`config.mk`:
```
export PLATFORM = sky130hd
export DESIGN_NAME = sparse_index_decoder
export DESIGN_NICKNAME = d
export VERILOG_FILES = /design/src/verilog/spmv_cmd_pkg.sv /design/src/verilog/spmv_stream_pkg.sv /design/src/verilog/fetch_fsm.sv /design/src/verilog/fetch_timer.sv /design/src/verilog/index_pipeline.sv /design/src/verilog/pointer_regs.sv /design/src/verilog/response_buffers.sv /design/src/verilog/sparse_index_decoder.sv
export VERILOG_INCLUDE_DIRS = /design/src /design/src/verilog
export SDC_FILE = /design/constraint.sdc
export NUM_CORES = 2
export LEC_CHECK = 0
export BUFFER_PORTS_ARGS = -buffer_cell sky130_fd_sc_hd__buf_2
export CORE_ASPECT_RATIO = 0.6
export CORE_UTILIZATION = 50
export DETAILED_ROUTE_END_ITERATION = 12
export GPL_TIMING_DRIVEN = 0
export MAX_ROUTING_LAYER = met4
export PLACE_DENSITY = 0.66
export SKIP_CTS_REPAIR_TIMING = 1
export SYNTH_ARGS = -nofsm -noshare
export SYNTH_HDL_FRONTEND = slang
export SYNTH_SLANG_ARGS = --single-unit
```
`constraint.sdc`:
```
create_clock -name clk -period 6.4 [get_ports clk]
set_input_delay 1.6 -clock clk [delete_from_list [all_inputs] [get_ports clk]]
set_output_delay 1.6 -clock clk [all_outputs]
set_load 0.02 [all_outputs]
```
`src/verilog/spmv_settings.svh`:
```
`ifndef SPMV_SETTINGS_SVH
`define SPMV_SETTINGS_SVH

// memory side
`define SPMV_ADDR_W 48
`define SPMV_WORD_W 64
`define SPMV_TAG_W 1

// response buffering, per tag
`define SPMV_BUF_DEPTH 16
// free entries left when the memory stall rises
`define SPMV_BUF_ALMOST_FULL 4

// cycles between forced stream switches
`define SPMV_SWITCH_PERIOD 32

// tile geometry, log2 of width and height
`define SPMV_LOG2_SUB_W 2
`define SPMV_LOG2_SUB_H 2

// row and column width, also the argument width
`define SPMV_POS_W 32

`endif

```
`src/verilog/spmv_cmd_pkg.sv`:
```
`default_nettype none

package spmv_cmd_pkg;

    `include "spmv_settings.svh"

    typedef enum logic [3:0] {
        OP_RST    = 4'd0,
        OP_LD     = 4'd1,
        OP_STEADY = 4'd2
    } cmd_opcode_e;

    // run registers addressed by OP_LD
    typedef enum logic [7:0] {
        R_CODE_PTR  = 8'd0,
        R_ARG_PTR   = 8'd1,
        R_CODE_END  = 8'd2,
        R_ARG_END   = 8'd3,
        R_REMAINING = 8'd4
    } reg_index_e;

    // low 13 bits of every command
    typedef struct packed {
        logic        broadcast;
        logic [7:0]  pe_id;
        cmd_opcode_e opcode;
    } cmd_header_t;

    typedef struct packed {
        logic [`SPMV_WORD_W-$bits(cmd_header_t)-1:0] unused;
        cmd_header_t hdr;
    } cmd_ctrl_t;

    typedef struct packed {
        logic [`SPMV_WORD_W-$bits(cmd_header_t)-9:0] value;
        reg_index_e  index;
        cmd_header_t hdr;
    } cmd_load_t;

    // same word, seen as a control command or as a register load
    typedef union packed {
        cmd_ctrl_t ctrl;
        cmd_load_t load;
    } cmd_word_u;

endpackage

`default_nettype wire

```
`src/verilog/spmv_stream_pkg.sv`:
```
`default_nettype none

package spmv_stream_pkg;

    `include "spmv_settings.svh"

    typedef enum logic [`SPMV_TAG_W-1:0] {
        TAG_CODE = 1'b0,
        TAG_ARG  = 1'b1
    } stream_tag_e;

    typedef enum logic [1:0] {
        CODE_NEWLINE  = 2'd0,
        CODE_CONSTANT = 2'd1,
        CODE_RANGE    = 2'd2
    } code_kind_e;

    // one entry per code word, kind in the low bits
    typedef struct packed {
        logic [4:0] delta;
        code_kind_e kind;
    } code_entry_t;

    typedef struct packed {
        logic [`SPMV_POS_W-1:0] row;
        logic [`SPMV_POS_W-1:0] col;
    } grid_pos_t;

    typedef struct packed {
        logic [`SPMV_ADDR_W-1:0] code_ptr;
        logic [`SPMV_ADDR_W-1:0] arg_ptr;
        logic [`SPMV_ADDR_W-1:0] code_end;
        logic [`SPMV_ADDR_W-1:0] arg_end;
        logic [`SPMV_ADDR_W-1:0] remaining;
    } run_ptrs_t;

endpackage

`default_nettype wire
```
`src/verilog/fetch_fsm.sv`:
```
`timescale 1ns/1ps
`default_nettype none

`include "spmv_settings.svh"

module fetch_fsm
    import spmv_cmd_pkg::*;
    import spmv_stream_pkg::*;
#(
    parameter logic [7:0] decoder_id = 8'd0
) (
    input  wire                      clk,
    input  wire                      rst,
    input  wire cmd_word_u           op,
    input  wire run_ptrs_t           ptrs,
    input  wire                      switch_tick,
    input  wire                      in_flight_ok,
    input  wire                      req_mem_stall,
    output logic                     cmd_hit,
    output logic                     busy,
    output logic                     req_mem_ld,
    output logic [`SPMV_ADDR_W-1:0]  req_mem_addr,
    output stream_tag_e              req_mem_tag,
    output logic                     code_step,
    output logic                     arg_step,
    output logic                     decoder_rst
);

    localparam int addr_w = `SPMV_ADDR_W;

    typedef enum logic [1:0] {IDLE, FETCH_CODES, FETCH_ARGS} fetch_state_e;

    fetch_state_e      state;
    fetch_state_e      next_state;
    logic              stall_q;
    logic              next_ld;
    logic [addr_w-1:0] next_addr;
    stream_tag_e       next_tag;
    logic              code_left;
    logic              arg_left;
    logic              run_done;

    assign cmd_hit = op.ctrl.hdr.broadcast || (op.ctrl.hdr.pe_id == decoder_id);
    assign code_left = ptrs.code_ptr != ptrs.code_end;
    assign arg_left = ptrs.arg_ptr != ptrs.arg_end;
    // both streams fetched and the count has run out
    assign run_done = !code_left && !arg_left && ptrs.remaining[addr_w-1];
    assign busy = state != IDLE;

    always_comb begin
        next_state = state;
        next_ld = 1'b0;
        next_addr = ptrs.code_ptr;
        next_tag = TAG_CODE;
        code_step = 1'b0;
        arg_step = 1'b0;
        case (state)
            FETCH_CODES: begin
                if (code_left && !stall_q && in_flight_ok) begin
                    next_ld = 1'b1;
                    code_step = 1'b1;
                end
                if (switch_tick || !in_flight_ok || !code_left)
                    next_state = FETCH_ARGS;
            end
            FETCH_ARGS: begin
                next_addr = ptrs.arg_ptr;
                next_tag = TAG_ARG;
                if (arg_left && !stall_q && in_flight_ok) begin
                    next_ld = 1'b1;
                    arg_step = 1'b1;
                end
                if (switch_tick || !in_flight_ok || !arg_left)
                    next_state = FETCH_CODES;
            end
            default: ;
        endcase
        if (state != IDLE && run_done)
            next_state = IDLE;
        if (cmd_hit && op.ctrl.hdr.opcode == OP_RST)
            next_state = IDLE;
        if (cmd_hit && op.ctrl.hdr.opcode == OP_STEADY)
            next_state = FETCH_CODES;
    end

    always_ff @(posedge clk) begin
        if (rst) begin
            state <= IDLE;
            stall_q <= 1'b0;
            req_mem_ld <= 1'b0;
            decoder_rst <= 1'b0;
        end else begin
            state <= next_state;
            stall_q <= req_mem_stall;
            req_mem_ld <= next_ld;
            decoder_rst <= cmd_hit && op.ctrl.hdr.opcode == OP_RST;
        end
    end

    always_ff @(posedge clk) begin
        req_mem_addr <= next_addr;
        req_mem_tag <= next_tag;
    end

endmodule

`default_nettype wire

```
`src/verilog/fetch_timer.sv`:
```
`timescale 1ns/1ps
`default_nettype none

`include "spmv_settings.svh"

module fetch_timer (
    input  wire       clk,
    input  wire       rst,
    input  wire       req_issued,
    input  wire [1:0] word_released,
    output logic      switch_tick,
    output logic      in_flight_ok
);

    localparam int period = `SPMV_SWITCH_PERIOD;
    localparam int tmr_w = $clog2(period);
    localparam int depth = `SPMV_BUF_DEPTH;
    localparam int cnt_w = $clog2(2 * depth + 1);
    localparam logic [cnt_w-1:0] limit = cnt_w'(2 * depth - `SPMV_BUF_ALMOST_FULL);

    logic [tmr_w-1:0] timer;
    logic [cnt_w-1:0] outstanding;

    assign switch_tick = timer == tmr_w'(period - 1);
    // issue check lags one request behind, the buffer stall covers it
    assign in_flight_ok = outstanding < limit;

    always_ff @(posedge clk) begin
        if (rst) begin
            timer <= '0;
            outstanding <= '0;
        end else begin
            timer <= switch_tick ? '0 : timer + 1'b1;
            outstanding <= outstanding + cnt_w'(req_issued) - cnt_w'(word_released);
        end
    end

endmodule

`default_nettype wire

```
`src/verilog/index_pipeline.sv`:
```
`timescale 1ns/1ps
`default_nettype none

`include "spmv_settings.svh"

module index_pipeline
    import spmv_stream_pkg::*;
(
    input  wire                     clk,
    input  wire                     rst,
    input  wire code_entry_t        code_head,
    input  wire                     code_valid,
    input  wire [`SPMV_POS_W-1:0]   arg_head,
    input  wire                     arg_valid,
    input  wire                     stall_index,
    input  wire                     remaining_neg,
    output logic                    code_pop,
    output logic                    arg_pop,
    output logic                    emitted,
    output logic                    push_index,
    output logic [`SPMV_POS_W-1:0]  row,
    output logic [`SPMV_POS_W-1:0]  col
);

    localparam int pos_w = `SPMV_POS_W;
    localparam int sw = `SPMV_LOG2_SUB_W;
    localparam int sh = `SPMV_LOG2_SUB_H;
    localparam int hi_w = pos_w - sw;
    // one step before the first cell of the first tile row
    localparam grid_pos_t pos_init = '{row: pos_w'((1 << sh) - 1), col: {pos_w{1'b1}}};

    logic             is_range;
    logic [pos_w-1:0] bit_at;
    logic [pos_w-1:0] step;
    logic             s1_valid;
    logic             s1_newline;
    logic [pos_w-1:0] s1_step;
    grid_pos_t        pos;
    grid_pos_t        next_pos;
    grid_pos_t        out_pos;
    logic [sw:0]      col_lo;
    logic [sh:0]      row_lo;
    logic [hi_w-1:0]  col_hi;

    // stage 0, pop and step
    assign is_range = code_head.kind == CODE_RANGE;
    assign code_pop = code_valid && !stall_index && (!is_range || arg_valid);
    assign arg_pop = code_pop && is_range;
    assign bit_at = pos_w'(1) << code_head.delta;
    // range step keeps delta low bits of the argument under an implied top bit
    assign step = is_range ? ((arg_head & (bit_at - 1'b1)) | bit_at) + 1'b1
                           : pos_w'(code_head.delta) + 1'b1;

    always_ff @(posedge clk) begin
        if (rst)
            s1_valid <= 1'b0;
        else
            s1_valid <= code_pop;
    end

    always_ff @(posedge clk) begin
        s1_step <= step;
        s1_newline <= code_head.kind == CODE_NEWLINE;
    end

    // mixed radix add over {col high, row low, col low}
    always_comb begin
        col_lo = {1'b0, pos.col[sw-1:0]} + {1'b0, s1_step[sw-1:0]};
        row_lo = {1'b0, pos.row[sh-1:0]} + {1'b0, s1_step[sw+sh-1:sw]} + {{sh{1'b0}}, col_lo[sw]};
        col_hi = pos.col[pos_w-1:sw] + hi_w'(s1_step[pos_w-1:sw+sh]) + hi_w'(row_lo[sh]);
        next_pos.row = {pos.row[pos_w-1:sh], row_lo[sh-1:0]};
        next_pos.col = {col_hi, col_lo[sw-1:0]};
        if (s1_newline) begin
            next_pos.row = {pos.row[pos_w-1:sh] + 1'b1, {sh{1'b1}}};
            next_pos.col = '1;
        end
    end

    always_ff @(posedge clk) begin
        if (rst) begin
            pos <= pos_init;
            emitted <= 1'b0;
        end else begin
            emitted <= s1_valid && !s1_newline;
            if (s1_valid)
                pos <= next_pos;
        end
    end

    // output stage, count checked before its decrement lands
    always_ff @(posedge clk) begin
        if (rst) begin
            push_index <= 1'b0;
            out_pos <= pos_init;
        end else begin
            push_index <= emitted && !remaining_neg;
            out_pos <= pos;
        end
    end

    assign row = out_pos.row;
    assign col = out_pos.col;

endmodule

`default_nettype wire

```
`src/verilog/pointer_regs.sv`:
```
`timescale 1ns/1ps
`default_nettype none

`include "spmv_settings.svh"

module pointer_regs
    import spmv_cmd_pkg::*;
    import spmv_stream_pkg::*;
(
    input  wire       clk,
    input  wire       rst,
    input  wire       cmd_word_u op,
    input  wire       cmd_hit,
    input  wire       code_step,
    input  wire       arg_step,
    input  wire       emitted,
    output run_ptrs_t ptrs
);

    localparam int addr_w = `SPMV_ADDR_W;
    localparam int value_w = $bits(op.load.value);

    logic [addr_w-1:0] load_value;

    // load value is zero extended to the register width
    assign load_value = {{(addr_w - value_w){1'b0}}, op.load.value};

    always_ff @(posedge clk) begin
        if (rst) begin
            ptrs <= '0;
        end else begin
            // one 8-byte word per issued request
            if (code_step)
                ptrs.code_ptr <= ptrs.code_ptr + addr_w'(8);
            if (arg_step)
                ptrs.arg_ptr <= ptrs.arg_ptr + addr_w'(8);
            if (emitted)
                ptrs.remaining <= ptrs.remaining - 1'b1;
            // a load wins over stepping in the same cycle
            if (cmd_hit && op.load.hdr.opcode == OP_LD) begin
                case (op.load.index)
                    R_CODE_PTR:  ptrs.code_ptr <= load_value;
                    R_ARG_PTR:   ptrs.arg_ptr <= load_value;
                    R_CODE_END:  ptrs.code_end <= load_value;
                    R_ARG_END:   ptrs.arg_end <= load_value;
                    R_REMAINING: ptrs.remaining <= load_value;
                    default: ;
                endcase
            end
        end
    end

endmodule

`default_nettype wire

```
`src/verilog/response_buffers.sv`:
```
`timescale 1ns/1ps
`default_nettype none

`include "spmv_settings.svh"

module response_buffers
    import spmv_stream_pkg::*;
(
    input  wire                     clk,
    input  wire                     rst,
    input  wire                     rsp_mem_push,
    input  wire stream_tag_e        rsp_mem_tag,
    input  wire [`SPMV_WORD_W-1:0]  rsp_mem_q,
    input  wire                     code_pop,
    input  wire                     arg_pop,
    output code_entry_t             code_head,
    output logic                    code_valid,
    output logic [`SPMV_POS_W-1:0]  arg_head,
    output logic                    arg_valid,
    output logic                    rsp_mem_stall,
    output logic [1:0]              word_released
);

    localparam int depth = `SPMV_BUF_DEPTH;
    localparam int ptr_w = $clog2(depth);
    localparam logic [ptr_w:0] af_level = (ptr_w + 1)'(depth - `SPMV_BUF_ALMOST_FULL);

    // lane 0 holds code entries, lane 1 holds arguments
    for (genvar t = 0; t < 2; t++) begin : lane
        localparam int width = (t == 0) ? $bits(code_entry_t) : `SPMV_POS_W;
        localparam stream_tag_e tag = stream_tag_e'(t);

        logic [width-1:0] mem [depth];
        logic [ptr_w-1:0] wr_ptr;
        logic [ptr_w-1:0] rd_ptr;
        logic [ptr_w:0]   count;
        logic             push;
        logic             pop;
        logic [width-1:0] head;
        logic             almost_full;

        assign push = rsp_mem_push && rsp_mem_tag == tag;
        assign pop = (t == 0) ? code_pop : arg_pop;
        // fall-through head, readable the cycle after the push
        assign head = mem[rd_ptr];
        assign almost_full = count >= af_level;

        always_ff @(posedge clk) begin
            if (push)
                mem[wr_ptr] <= rsp_mem_q[width-1:0];
        end

        always_ff @(posedge clk) begin
            if (rst) begin
                wr_ptr <= '0;
                rd_ptr <= '0;
                count <= '0;
            end else begin
                if (push)
                    wr_ptr <= wr_ptr + 1'b1;
                if (pop)
                    rd_ptr <= rd_ptr + 1'b1;
                count <= count + (ptr_w + 1)'(push) - (ptr_w + 1)'(pop);
            end
        end
    end

    assign code_head = code_entry_t'(lane[0].head);
    assign code_valid = lane[0].count != '0;
    assign arg_head = lane[1].head;
    assign arg_valid = lane[1].count != '0;
    // a range entry releases two words at once
    assign word_released = {1'b0, code_pop} + {1'b0, arg_pop};

    always_ff @(posedge clk) begin
        if (rst)
            rsp_mem_stall <= 1'b0;
        else
            rsp_mem_stall <= lane[0].almost_full || lane[1].almost_full;
    end

endmodule

`default_nettype wire

```
`src/verilog/sparse_index_decoder.sv`:
```
`timescale 1ns/1ps
`default_nettype none

`include "spmv_settings.svh"

module sparse_index_decoder
    import spmv_cmd_pkg::*;
    import spmv_stream_pkg::*;
#(
    parameter logic [7:0] decoder_id = 8'd0
) (
    input  wire                     clk,
    input  wire                     rst,
    input  wire cmd_word_u          op,
    output logic                    busy,
    output logic                    req_mem_ld,
    output logic [`SPMV_ADDR_W-1:0] req_mem_addr,
    output stream_tag_e             req_mem_tag,
    input  wire                     req_mem_stall,
    input  wire                     rsp_mem_push,
    input  wire stream_tag_e        rsp_mem_tag,
    input  wire [`SPMV_WORD_W-1:0]  rsp_mem_q,
    output logic                    rsp_mem_stall,
    output logic                    push_index,
    output logic [`SPMV_POS_W-1:0]  row,
    output logic [`SPMV_POS_W-1:0]  col,
    input  wire                     stall_index
);

    run_ptrs_t              ptrs;
    code_entry_t            code_head;
    logic [`SPMV_POS_W-1:0] arg_head;
    logic                   cmd_hit;
    logic                   code_step;
    logic                   arg_step;
    logic                   emitted;
    logic                   switch_tick;
    logic                   in_flight_ok;
    logic                   decoder_rst;
    logic                   code_valid;
    logic                   arg_valid;
    logic                   code_pop;
    logic                   arg_pop;
    logic [1:0]             word_released;
    logic                   unit_rst;
    logic                   remaining_neg;

    // OP_RST clears the datapath but keeps the loaded registers
    assign unit_rst = rst || decoder_rst;
    assign remaining_neg = ptrs.remaining[`SPMV_ADDR_W-1];

    pointer_regs regs (
        .clk, .rst, .op, .cmd_hit, .code_step, .arg_step, .emitted, .ptrs
    );

    fetch_timer timer (
        .clk, .rst(unit_rst), .req_issued(req_mem_ld), .word_released,
        .switch_tick, .in_flight_ok
    );

    fetch_fsm #(.decoder_id(decoder_id)) fsm (
        .clk, .rst, .op, .ptrs, .switch_tick, .in_flight_ok, .req_mem_stall,
        .cmd_hit, .busy, .req_mem_ld, .req_mem_addr, .req_mem_tag,
        .code_step, .arg_step, .decoder_rst
    );

    response_buffers bufs (
        .clk, .rst(unit_rst), .rsp_mem_push, .rsp_mem_tag, .rsp_mem_q,
        .code_pop, .arg_pop, .code_head, .code_valid, .arg_head, .arg_valid,
        .rsp_mem_stall, .word_released
    );

    index_pipeline pipe (
        .clk, .rst(unit_rst), .code_head, .code_valid, .arg_head, .arg_valid,
        .stall_index, .remaining_neg, .code_pop, .arg_pop, .emitted,
        .push_index, .row, .col
    );

endmodule

`default_nettype wire

```
==> run metrics <==
status complete, no violations; vias in the first global route between 20000 and 30000; MaxCap Viol Count 0; Switch Pwr roughly 6.5 mW; Setup Viol. Count Final 0; fraction of registers with async set or reset after synthesis 0%; Int Power approximately 14 mW; # nets final between 4000 and 5000; CTS Sinks between 1000 and 1500; first-pass GRT wire length a little under 200 mm; synthesized net count just under 4000; GP Congestion 1.02; average wire per standard cell roughly 26 µm; Compound-Gate Fraction of Synth Area 7.38%; leakage power 18.4 nW; DRT Wirelength 137 mm; WP data arrival between 6 and 7 ns; root buffer cell clkbuf_16; slew margin rel. under 10%; die area approximately 95000 µm²; #FFs+latches synth around 1100; combinational fraction of design power approximately 28%; Vias around 32000; Hold WS about 0.47 ns; GRT Residual Overflow 0; XOR/XNOR Fraction of Synth Area 5.52%; num ports approximately 250; Power, Total roughly 21 mW; sequential-to-total area share from yosys stat roughly three fifths; Synth Cell Area 47000 µm²; Setup TNS 0 ns; CTS tree yes; Crit Path Max Fanout 10; pwr/cell area around 380 nW/µm²; Port Buf Inserts 217; Synth Area in Adders about 2.5%; post-synthesis cell type count 92; Tot GR Track Use between 20 and 30%; mux share of post-synthesis cell area roughly 10%; post-route ant nets 0; clock buffer depth 3; CP Class reg2reg; total CTS buffers just over 100; Clock Skews between 0.03 and 0.04 ns; Most used DFF post-synth edfxtp_1; area grow syn2layout 15.0%; Final Hold Fails 0; drt pass-1 iters 5; core box area around 92000 µm²; row count 86; Worst-Skew Late Latency 0.73 ns; Avg Vias per Cell ~6; drt drc 0; initial antenna violation count 3; Post-synth EDFFs ~620; CP endpoint kind flop; largest family of logic cells by synthesized area simple AND/OR/NAND/NOR gates; fmax 0.160 GHz; Yosys warnings 0; sequential share of power between 30% and 40%; slew at the pin with the worst max-slew slack roughly 1.4 ns; largest net degree at the start of global routing 33; die width ~400 µm; cell area after layout 54000 µm²; initial drt markers slightly above 4000; clock share of power 32.6%; Hold Crit Class reg2reg; number of H-tree levels 3; initial cell density of the core 50.8%; Tmin final about 6.3 ns; layout cells sized above 1 between 10% and 20%; sw frac a little under a third; max-slew violations 0; Clock Pin Slew Worst Setup and Hold Paths roughly 0.070 ns; Avg Cell Area, Syn roughly 13 µm²; estimated wirelength of the detail-placed design about 100 mm; Area after DPL 50200 µm²; Critical Path RT around 7 ns; Mapped Cells 3626; IR drop worst, VDD 0.307 mV; Tcrit/Tclk final between 90% and 100%; simple-gate share of the synthesized area 11.2%; Worst setup SP type flop; die height between 200 and 250 µm
synthesized netlist by cell type (15+ instances only):
library cell / number / area [µm²]
and3_1: 40 / 250
nor2_1: 317 / 1190
dfxtp_1: 494 / 9890
buf_2: 27 / 135
mux4_2: 180 / 4050
or3_1: 62 / 388
xor2_1: 124 / 1090
and2_1: 47 / 294
clkbuf_1: 144 / 541
edfxtp_1: 624 / 18700
nand2b_1: 19 / 119
a211oi_1: 118 / 886
a21oi_1: 153 / 766
nand3_1: 55 / 275
and4_1: 16 / 140
a21o_1: 15 / 113
mux2i_1: 20 / 200
nand4_1: 55 / 344
ha_1: 80 / 1000
mux2_2: 44 / 495
a311oi_1: 19 / 166
inv_1: 73 / 274
xnor2_1: 172 / 1510
nor3_1: 69 / 345
nor4_1: 28 / 175
o21ai_0: 46 / 230
a2bb2oi_1: 24 / 210
nand2_1: 334 / 1250
power by group through the flow:
stage	registers (mW)	logic (mW)	clock network, mW
finish	8.16	5.81	6.76
global route	8.20	6.32	7.11
CTS	8.16	5.61	6.82
detailed placement	8.31	5.57	0
global placement	8.31	5.52	0
floorplan	8.31	4.02	0
flip-flops by register name (all words and copies together), names as in the netlist, 2 cells and up, named ones only:
register	cells
bufs.lane.mem	624
regs.ptrs	230
pipe.pos	64
fsm.req_mem_addr	48
pipe.col	32
pipe.row	32
pipe.s1_step	32
bufs.lane.count	10
bufs.lane.rd_ptr	8
bufs.lane.wr_ptr	8
timer.outstanding	6
timer.timer	5
fsm.state	2
stage by stage:
step / utilization [%] / setup WS, ns / cells
6_report: 58.4 / 0.145 / 5301
5_1_grt: 58.4 / -0.0115 / 5300
4_1_cts: 58.3 / -1.41 / 5296
3_5_place_dp: 54.3 / -1.36 / 5105
3_3_place_gp: 53.7 / -2.02 / 5075
2_1_floorplan: - / 0.782 / 3626
layout by cell type (no fill, tap or decap), types with 62 or more instances in the layout:
cell type	synthesis	layout
a21oi_1	153	153
edfxtp_1	624	624
dfxtp_1	494	494
or3_1	62	62
xnor2_1	172	172
inv_1	73	73
mux4_2	180	180
nor3_1	69	62
ha_1	80	77
buf_2	27	243
clkbuf_16	0	102
xor2_1	124	124
nand2_1	334	334
nor2_1	317	303
a211oi_1	118	118
clkbuf_1	144	156
critical path: stages (launching register included):
cell	delay, ns
dfxtp_1	0.30
buf_2	0.18
buf_2	0.32
mux2i_1	0.15
a21boi_0	0.28
nand2_1	0.27
and2_4	0.22
buf_6	0.14
clkinv_4	0.10
clkbuf_1	0.48
ha_1	0.29
clkbuf_1	0.52
a2111oi_0	0.16
a2111oi_1	1.16
nor3_2	0.21
a22oi_1	0.62
nor3_2	0.17
and4_1	0.24
nor3_1	0.29
layout make-up:
type	count	area, µm²
antenna	2	5.00
buffer	188	817
clock buffer	121	2660
clock inverter	70	1030
fill	7379	38400
inverter	77	294
multi-input combinational	2240	17400
sequential	1118	28600
tap	1232	1540
timing repair buffer	253	1590
logic make-up (layout without fill, tap and decap cells):
family                   after synthesis  after routing
AO/OA/AOI/OAI                        505            505
XOR/XNOR                             296            296
adder cells (fa/ha/maj)               88             88
buffers and inverters                268            709
flip-flops                          1118           1118
multiplexers                         244            244
other                                  0              2
AND/OR/NAND/NOR                     1107           1107
per-layer routing:
metal  part of all wire [%]  track usage (%)
met1                     48             47.6
met5                      0                -
met3                     13             9.81
met2                     38             34.9
met4                    1.4             4.73
path summary, 6_finish.rpt:
kind	end	slack (ns)	start	cells after the start
max	pipe.s1_step[30]$_SDFF_PN0_	0.15	flop	18
min	regs.ptrs[135]$_SDFFE_PP0P_	0.47	regs.ptrs[135]$_SDFFE_PP0P_	2
max reg2reg	pipe.s1_step[30]$_SDFF_PN0_	0.15	flop	18
min reg2reg	regs.ptrs[135]$_SDFFE_PP0P_	0.47	regs.ptrs[135]$_SDFFE_PP0P_	2
No activity file was read; power rests on OpenSTA's default activity.
